File: src/ex_macros.svh
// widths and latencies shared by the execute stage and its testbench
// EX_MUL_LAT must be 3 or more (extend, product, select)
`ifndef EX_MACROS_SVH
`define EX_MACROS_SVH

// operand and result width
`define EX_XLEN 64

// register index width
`define EX_REG_ADDR_W 5

// multiplier pipeline depth, start to done
`define EX_MUL_LAT 3

`endif

File: src/rv_isa_pkg.sv
// execute operation codes and their grouping into engine classes
// immediate and register forms share one code, decode picks op2
`include "ex_macros.svh"

package rv_isa_pkg;

    typedef enum logic [5:0] {
        OP_ADD       = 6'h00,
        OP_SUB       = 6'h01,
        OP_SLL       = 6'h02,
        OP_SLT       = 6'h03,
        OP_SLTU      = 6'h04,
        OP_XOR       = 6'h05,
        OP_SRL       = 6'h06,
        OP_SRA       = 6'h07,
        OP_OR        = 6'h08,
        OP_AND       = 6'h09,
        OP_ADDW      = 6'h0a,
        OP_SUBW      = 6'h0b,
        OP_SLLW      = 6'h0c,
        OP_SRLW      = 6'h0d,
        OP_SRAW      = 6'h0e,
        OP_LUI_AUIPC = 6'h0f,
        OP_LINK      = 6'h10,
        OP_MUL       = 6'h20,
        OP_MULH      = 6'h21,
        OP_MULHSU    = 6'h22,
        OP_MULHU     = 6'h23,
        OP_MULW      = 6'h24,
        OP_DIV       = 6'h30,
        OP_DIVU      = 6'h31,
        OP_REM       = 6'h32,
        OP_REMU      = 6'h33,
        OP_DIVW      = 6'h34,
        OP_DIVUW     = 6'h35,
        OP_REMW      = 6'h36,
        OP_REMUW     = 6'h37
    } ex_op_e;

    typedef enum logic [1:0] {
        CLASS_ALU = 2'd0,
        CLASS_MUL = 2'd1,
        CLASS_DIV = 2'd2
    } ex_class_e;

    function automatic ex_class_e op_class(input ex_op_e op);
        ex_class_e cls;
        case (op)
            OP_MUL, OP_MULH, OP_MULHSU, OP_MULHU, OP_MULW: cls = CLASS_MUL;
            OP_DIV, OP_DIVU, OP_REM, OP_REMU,
            OP_DIVW, OP_DIVUW, OP_REMW, OP_REMUW:          cls = CLASS_DIV;
            default:                                       cls = CLASS_ALU;
        endcase
        return cls;
    endfunction

    // W results are sign-extended from bit 31
    function automatic logic [`EX_XLEN-1:0] sext_w(input logic [31:0] v);
        return {{(`EX_XLEN-32){v[31]}}, v};
    endfunction

endpackage

File: src/ex_divider.sv
// iterative restoring divider, one quotient bit per cycle
// done_o comes 65 cycles after start_i, or 1 cycle for divide by zero and overflow
// start_i must not be raised again before done_o
`timescale 1ns/1ns
`include "ex_macros.svh"

module ex_divider (
    input  logic                clk,
    input  logic                rst_n_i,
    input  logic                start_i,
    input  rv_isa_pkg::ex_op_e  op_i,
    input  logic [`EX_XLEN-1:0] dividend_i,
    input  logic [`EX_XLEN-1:0] divisor_i,
    output logic [`EX_XLEN-1:0] result_o,
    output logic                done_o
);

    localparam int XLEN = `EX_XLEN;

    logic            is_w;
    logic            is_signed;
    logic            want_rem;
    logic [XLEN-1:0] a_ext;
    logic [XLEN-1:0] b_ext;
    logic [XLEN-1:0] abs_a;
    logic [XLEN-1:0] abs_b;
    logic [XLEN-1:0] min_neg;
    logic            div_zero;
    logic            overflow;
    logic [XLEN-1:0] early_res;
    logic [XLEN:0]   rem_shift;
    logic [XLEN:0]   trial;
    logic [XLEN-1:0] rem_next;
    logic [XLEN-1:0] quot_next;
    logic [XLEN-1:0] quot_fix;
    logic [XLEN-1:0] rem_fix;
    logic [XLEN-1:0] final_res;

    logic            run_q;
    logic            done_q;
    logic [5:0]      cnt_q;
    logic [XLEN-1:0] quot_q;
    logic [XLEN-1:0] rem_q;
    logic [XLEN-1:0] dvsr_q;
    logic            neg_quot_q;
    logic            neg_rem_q;
    logic            want_rem_q;
    logic            is_w_q;
    logic [XLEN-1:0] result_q;

    assign is_w = op_i inside {rv_isa_pkg::OP_DIVW, rv_isa_pkg::OP_DIVUW,
                               rv_isa_pkg::OP_REMW, rv_isa_pkg::OP_REMUW};
    assign is_signed = op_i inside {rv_isa_pkg::OP_DIV, rv_isa_pkg::OP_REM,
                                    rv_isa_pkg::OP_DIVW, rv_isa_pkg::OP_REMW};
    assign want_rem = op_i inside {rv_isa_pkg::OP_REM, rv_isa_pkg::OP_REMU,
                                   rv_isa_pkg::OP_REMW, rv_isa_pkg::OP_REMUW};

    // narrow W operands, then a[63] is the true sign in every form
    assign a_ext = !is_w     ? dividend_i :
                   is_signed ? rv_isa_pkg::sext_w(dividend_i[31:0]) :
                               {{(XLEN-32){1'b0}}, dividend_i[31:0]};
    assign b_ext = !is_w     ? divisor_i :
                   is_signed ? rv_isa_pkg::sext_w(divisor_i[31:0]) :
                               {{(XLEN-32){1'b0}}, divisor_i[31:0]};

    assign abs_a = (is_signed && a_ext[XLEN-1]) ? -a_ext : a_ext;
    assign abs_b = (is_signed && b_ext[XLEN-1]) ? -b_ext : b_ext;

    assign min_neg  = is_w ? {{(XLEN-31){1'b1}}, 31'd0} : {1'b1, {(XLEN-1){1'b0}}};
    assign div_zero = (b_ext == '0);
    assign overflow = is_signed && (a_ext == min_neg) && (&b_ext);

    // spec answers for the two early cases
    assign early_res = div_zero ? (want_rem ? a_ext : '1) : (want_rem ? '0 : a_ext);

    assign rem_shift = {rem_q, quot_q[XLEN-1]};
    assign trial     = rem_shift - {1'b0, dvsr_q};
    assign rem_next  = trial[XLEN] ? rem_shift[XLEN-1:0] : trial[XLEN-1:0];
    assign quot_next = {quot_q[XLEN-2:0], ~trial[XLEN]};

    assign quot_fix  = neg_quot_q ? -quot_next : quot_next;
    assign rem_fix   = neg_rem_q ? -rem_next : rem_next;
    assign final_res = want_rem_q ? rem_fix : quot_fix;

    always_ff @(posedge clk) begin
        if (!rst_n_i) begin
            run_q  <= 1'b0;
            done_q <= 1'b0;
            cnt_q  <= '0;
        end else begin
            done_q <= 1'b0;
            if (start_i) begin
                cnt_q <= '0;
                if (div_zero || overflow) begin
                    done_q <= 1'b1;
                end else begin
                    run_q <= 1'b1;
                end
            end else if (run_q) begin
                cnt_q <= cnt_q + 6'd1;
                if (cnt_q == 6'd63) begin
                    run_q  <= 1'b0;
                    done_q <= 1'b1;
                end
            end
        end
    end

    always_ff @(posedge clk) begin
        if (start_i) begin
            quot_q     <= abs_a;
            rem_q      <= '0;
            dvsr_q     <= abs_b;
            neg_quot_q <= is_signed && (a_ext[XLEN-1] ^ b_ext[XLEN-1]);
            neg_rem_q  <= is_signed && a_ext[XLEN-1];
            want_rem_q <= want_rem;
            is_w_q     <= is_w;
            result_q   <= is_w ? rv_isa_pkg::sext_w(early_res[31:0]) : early_res;
        end else if (run_q) begin
            quot_q <= quot_next;
            rem_q  <= rem_next;
            if (cnt_q == 6'd63) begin
                result_q <= is_w_q ? rv_isa_pkg::sext_w(final_res[31:0]) : final_res;
            end
        end
    end

    assign result_o = result_q;
    assign done_o   = done_q;

endmodule

File: config.mk
export PLATFORM = sky130hd
export DESIGN_NAME = ex_divider
export DESIGN_NICKNAME = d
export VERILOG_FILES = /design/src/rv_isa_pkg.sv /design/src/ex_divider.sv
export VERILOG_INCLUDE_DIRS = /design/src
export SDC_FILE = /design/constraint.sdc
export NUM_CORES = 1
export LEC_CHECK = 0
export BUFFER_PORTS_ARGS = -buffer_cell sky130_fd_sc_hd__buf_2
export CORE_MARGIN = 4
export CORE_UTILIZATION = 55
export CTS_BUF_LIST = sky130_fd_sc_hd__clkbuf_2
export CTS_CLUSTER_DIAMETER = 120
export DETAILED_ROUTE_END_ITERATION = 8
export HOLD_SLACK_MARGIN = 0.05
export PLACE_DENSITY = 0.74
export SETUP_SLACK_MARGIN = 0.2
export SLEW_MARGIN = 0
export SYNTH_ARGS = -nofsm -noshare
export SYNTH_HDL_FRONTEND = slang
export SYNTH_SLANG_ARGS = --single-unit
export TNS_END_PERCENT = 10
File: constraint.sdc
create_clock -name clk -period 10.1 [get_ports clk]
set_input_delay 2.02 -clock clk [delete_from_list [all_inputs] [get_ports clk]]
set_output_delay 2.02 -clock clk [all_outputs]
set_load 0.02 [all_outputs]
Yosys cells after proc, flatten, opt, wreduce, memory -nomap -nowiden
Index checks and enable logic that the tools add are counted.
{"block": "classes", "add_sub_neg": 6, "mul": 0, "div_mod_pow": 0, "n_lt_le_gt_ge": 0, "n_eq_ne": 10, "n_shift": 0, "n_mux": 29, "n_bitwise": 3, "n_reduce_logical": 15}
{"operator": "two-way mux 64 bit", "n": 20}
{"operator": "negator 64 bit", "n": 4}
{"operator": "subtractor 65 x 64 -> 65 bit", "n": 1}
{"operator": "equality test 64 bit", "n": 1}
{"operator": "zero test 64 bit", "n": 1}
{"operator": "AND reduction 64 bit", "n": 1}
{"operator": "two-way mux 63 bit", "n": 1}
{"operator": "equality test 6 bit, second input constant", "n": 8}
{"operator": "nonzero test 4 bit", "n": 3}
{"operator": "two-way mux 1 bit", "n": 8}
{"operator": "adder 6 x 1 -> 6 bit, second input constant", "n": 1}
{"operator": "logical AND 1 bit", "n": 5}
{"operator": "nonzero test 2 bit", "n": 2}
{"operator": "inequality test 2 bit, second input constant", "n": 1}
{"operator": "inverter 1 bit", "n": 2}
{"operator": "AND reduction 2 bit", "n": 1}
{"operator": "OR reduction 2 bit", "n": 1}
{"operator": "logical OR 1 bit", "n": 1}
{"operator": "bitwise XOR 1 bit", "n": 1}
{"block": "word_totals", "register_bits": 268, "latchBits": 0, "mem_bits_rw": 0, "rom_bits": 0, "input_bits": 137, "out_inout_bits": 65, "mem_count": 0}

Logic depth before layout (Yosys ltp)
{"block": "logic_depth", "ltp_word": 10, "depth_mapped": 29, "ltp_nobuf": 24}

Worst setup path after synthesis
OpenSTA, ideal clock, no wires.
{"block": "synth_timing", "path_kind": "register to register", "from": "register quot_q[63]", "to": "register result_q[44], in the netlist result_o[44], data pin", "setup_time_ns": 0.261, "arrival_ns": 6.425, "t_required_ns": 9.839, "setup_slack_ns": 3.414, "path_stages_with_launch": 29, "period_less_slack_ns": 6.686, "cell_sequence": "edfxtp_1 inv_1 ha_1 fa_1 nand2b_1 a21boi_1 o21ai_2 a2111oi_1 o2bb2ai_1 o21a_1 nor2_1 buf_4 inv_2 buf_6 clkbuf_1 buf_2 nor2_1 a21oi_1 ha_1 inv_1 or4b_2 nor4b_1 a31oi_1 or4_1 buf_6 o41ai_4 xor2_1 a221oi_1 nor2_1"}
{"block": "synth_via", "elab_chain_cells": 9, "elab_cells_between_ends": 12, "classes_between": "3 x add/sub; 8 x mux; 1 x bitwise"}
{"item": "from (decl)", "line_no": "ex_divider.sv:42", "text": "logic [XLEN-1:0] quot_q;"}
{"item": "from (signal assigned)", "line_no": "ex_divider.sv:111", "text": "quot_q <= abs_a;"}
{"item": "from (signal assigned)", "line_no": "ex_divider.sv:120", "text": "quot_q <= quot_next;"}
{"item": "subtractor 65 x 64 -> 65 bit", "line_no": "ex_divider.sv:77", "text": "assign trial = rem_shift - {1'b0, dvsr_q};"}
{"item": "two-way mux 64 bit / inverter 1 bit (equally long branches)", "line_no": "ex_divider.sv:78, ex_divider.sv:79"}
{"item": "negator 64 bit, on equally long branches", "line_no": "ex_divider.sv:82, ex_divider.sv:81"}
{"item": "two-way mux 64 bit, on equally long branches", "line_no": "ex_divider.sv:82, ex_divider.sv:81"}
{"item": "two-way mux 64 bit (*)", "line_no": "ex_divider.sv:83", "text": "assign final_res = want_rem_q ? rem_fix : quot_fix;"}
{"item": "two-way mux 64 bit (*)", "line_no": "ex_divider.sv:123", "text": "result_q <= is_w_q ? rv_isa_pkg::sext_w(final_res[31:0]) : final_res;"}
{"item": "two-way mux 64 bit (*)", "line_no": "ex_divider.sv:122", "text": "if (cnt_q == 6'd63) begin"}
{"item": "two-way mux 64 bit (*)", "line_no": "ex_divider.sv:119", "text": "end else if (run_q) begin"}
{"item": "two-way mux 64 bit (*)", "line_no": "ex_divider.sv:110", "text": "if (start_i) begin"}
{"item": "to (signal assigned)", "line_no": "ex_divider.sv:118", "text": "result_q <= is_w ? rv_isa_pkg::sext_w(early_res[31:0]) : early_res;"}
{"item": "to (signal assigned)", "line_no": "ex_divider.sv:123"}
{"item": "to (decl)", "line_no": "ex_divider.sv:49", "text": "logic [XLEN-1:0] result_q;"}
Every way passes the cells marked *; elsewhere a longest branch is shown, timed or not. The select of a mux whose other input is x is not followed.
A chain may end at the register's enable or synchronous reset.

Worst setup path in the final report
{"block": "layout_timing", "from": "register quot_q[63]", "to": "register result_q[48], in the netlist result_o[48], data pin"}
Same word-level chain as after synthesis.

==> impl_metrics.yaml <==
synth:
  syn_nets: 3474
  synth.largest_area_cell: "edfxtp_1"
  synth_seq_cells: 268
  synth_top_area_share_pct: 23.3
  synthTopCellsByArea: "edfxtp_1 23%, a21oi_1 6.8%, nor2_1 6.3%"
  synth_top_flop_cell: "edfxtp_1"
  synthCells: 3266
  yosysSeqAreaShare_pct: 29.1
  ys_types: 98
  synth_edf_count: 196
  syn_avg_cell_area_um2: 7.72
  yosys_warnings: 0
  synthArstFlopShare_pct: 0
  syn-cell-area_mm2: 0.0252
cts:
  htree_levels: 3
  cts-root-buf: "clkbuf_2"
  cts_tree: "yes"
  ctsHoldBuffers: 0
  cts_buffer_depth: 3
  cts_resized: 0
  cts.sinks: 268
  numCtsBuffers: 77
  cts_setup_buffers: 0
  clk_latency_ps: 1120
  clk_pin_slew_ps: 100
layout:
  layout-drive-gt1-share_pct: 12.5
  final_common_cell: "nor2_1"
  multi_input_area_mm2: 0.0165
  regArea_mm2: 0.00733
  final_util_pct: 59.6
  final_cell_mix: "425 x nor2_1, 341 x a21oi_1, 299 x nand2_1, 248 x o21ai_0, 200 x buf_2"
  area.growth.synth_to_final_pct: 7.19
  nFillCells: 4203
  nets: 3584
worst_setup_path:
  r2r_cells: 23
  cp-end-kind: "flop"
  critical_path_arrival_ps: 9380
  worst-path-buf-inv: 3
  reg2reg_slack_ps: 1560
  reg2reg_from: "quot_q[63]"
  crit_family: "compound AO/OA/AOI/OAI gates"
  worst-setup-path-type: "flop to flop"
  cp_slowest_cell: "o21a_1"
  path_cells: "inv_1, ha_1, fa_1, nand2b_1, a21boi_1, o21ai_2, a2111oi_1, o2bb2ai_1, o21a_1, nor2_4, inv_2, nor2_1, a21oi_1, ha_1, inv_1, or4b_2, nor4b_1, a31oi_1, or4_1, o31ai_2, xnor2_1, a21oi_1, o221a_2"
  required_ps: 10940
  worstPathMaxFanout: 27
  worst_setup_path_start_kind: "flop"
  rr_endpoint: "result_o[48]"
  slowest_delay_ps: 850
place:
  portBuffers: 201
  dp_hpwl_um: 81000
  gp_congestion: 1.04
pwr:
  switchingPower_mw: 1.85
  p_sw_share_pct: 45.1
  powerDensity_mw_per_mm2: 152
  p_leak_nw: 10.0
  pwr-share-seq_pct: 35.0
  power.share.combinational_pct: 42.2
  ir_drop_mv: 0.106
  power.internal_mw: 2.25
  clock_power_share_pct: 22.8
floorplan:
  dieArea_mm2: 0.0493
  initial_core_util_pct: 55.6
  core_area_mm2: 0.0454
  rows: 78
  die_x_um: 222
  ios: 202
  die_y_um: 222
route:
  drc_errors: 0
  wl_per_cell_um: 26.1
  wirelength_um: 106000
  postRouteAntennaNets: 0
  drtIter0Drc: 4426
  vias: 28100
  routed_via_density: 6.96
  dr.pass1.iters: 8
run_status:
  outcome: "finished clean"
worst_hold_path:
  min_path_type: "flop to flop"
  hold_path_end: "rem_q[61]"
  hp-start: "rem_q[61]"
  whs_path_depth: 2
sta:
  clock.fmax_ghz: 0.117
  finalSetupViolCount: 0
  post-route-min-period_ps: 8540
  setup_tns_ps: 0
  hold_viol: 0
  rsz0062_at_grt: "false"
  slew_viol_final: 0
  tightest_slew_ps: 1290
  fin_skew_ps: 157
  fin_crit_sh_pct: 84.6
  max-slew-margin-rel_pct: 13.1
job:
  drv_cap: 0
global_routing:
  antenna_found_initial: 6
  grt_pass1_vias: 26000
  grt_overflow_total: 0
  grt_pass1_wl_um: 158000
  grt.total_usage_pct: 40.7
  grt_max_degree: 100
[cell usage after synthesis (all sizes together) (70+ instances only)]
cell    instances
xor2          115
o21ai         258
nor2          428
xnor2         123
nor3           95
ha             70
dfxtp          72
nand2         300
a211oi        108
clkbuf        137
inv           105
a21oi         343
edfxtp        196
[tightest hold or removal path: stages, from the launching register on]
cell      delay [ps]
dfxtp_1          340
nor2_1            90
a211oi_1          60
[flip-flops by register name, summed over array words and instances, names as in the netlist, 6 cells and up]
signal    count
dvsr_q       64
quot_q       64
rem_q        64
result_o     64
cnt_q         6
[cell type report]
type	instances	share of cell area, %
clock inverter	28	0.741
timing repair buffer	232	4.62
inverter	105	1.46
clock buffer	112	2.07
antenna	3	0.0278
multi-input combinational	2692	61.2
sequential	268	27.1
tap	600	2.78
[metal layers]
layer / global-route usage (%) / routed length [µm] / part of all wire [%] / vias up
li1: - / - / - / 12400
met2: 62.9 / 46500 / 44 / 2105
met1: 53.5 / 40300 / 38 / 13200
met3: 11.0 / 13300 / 13 / 394
met4: 18.2 / 5430 / 5.1 / 4
met5: 0 / 27 / 0.026 / -
[cells by family after synthesis]
family | share of synthesized area (%)
AND/OR/NAND/NOR | 22.8
adder cells (fa/ha/maj) | 4.07
multiplexers | 3.34
flip-flops | 29.1
XOR/XNOR | 8.27
buffers and inverters | 5.48
AO/OA/AOI/OAI | 27.0
[through the flow]
step | hold WS, ps | worst slack [ps] | power, mW | cells | area (µm²)
global route | 549 | 1220 | 4.27 | 4038 | 27000
CTS | 530 | 1830 | 4.02 | 4037 | 27000
detailed placement | 511 | 1890 | 3.11 | 3897 | 26300
floorplan | 454 | 3410 | 2.56 | 3266 | 25200
finish | 527 | 1560 | 4.10 | 4040 | 27000
global placement | 465 | 2300 | 3.09 | 3897 | 26300
[how the worst max path moves through the flow]
stage / start / endpoint / slack (ps) / cells past startpoint
floorplan: quot_q[63] / result_o[44] / 3410 / 28
global placement: quot_q[63] / result_o[48] / 2300 / 23
detailed placement: quot_q[63] / result_o[44] / 1890 / 23
global route: quot_q[63] / result_o[58] / 1220 / 23
CTS: quot_q[63] / result_o[48] / 1830 / 23
finish: quot_q[63] / result_o[48] / 1560 / 23
[power groups by stage]
stage               combinational (mW)  clock [mW]  sequential, mW
finish                            1.73       0.934            1.43
global route                      1.84       0.991            1.44
CTS                               1.67       0.931            1.43
detailed placement                1.66           0            1.45
global placement                  1.64           0            1.45
floorplan                         1.12           0            1.44
Note: power is estimated with default switching activity, not from simulation.
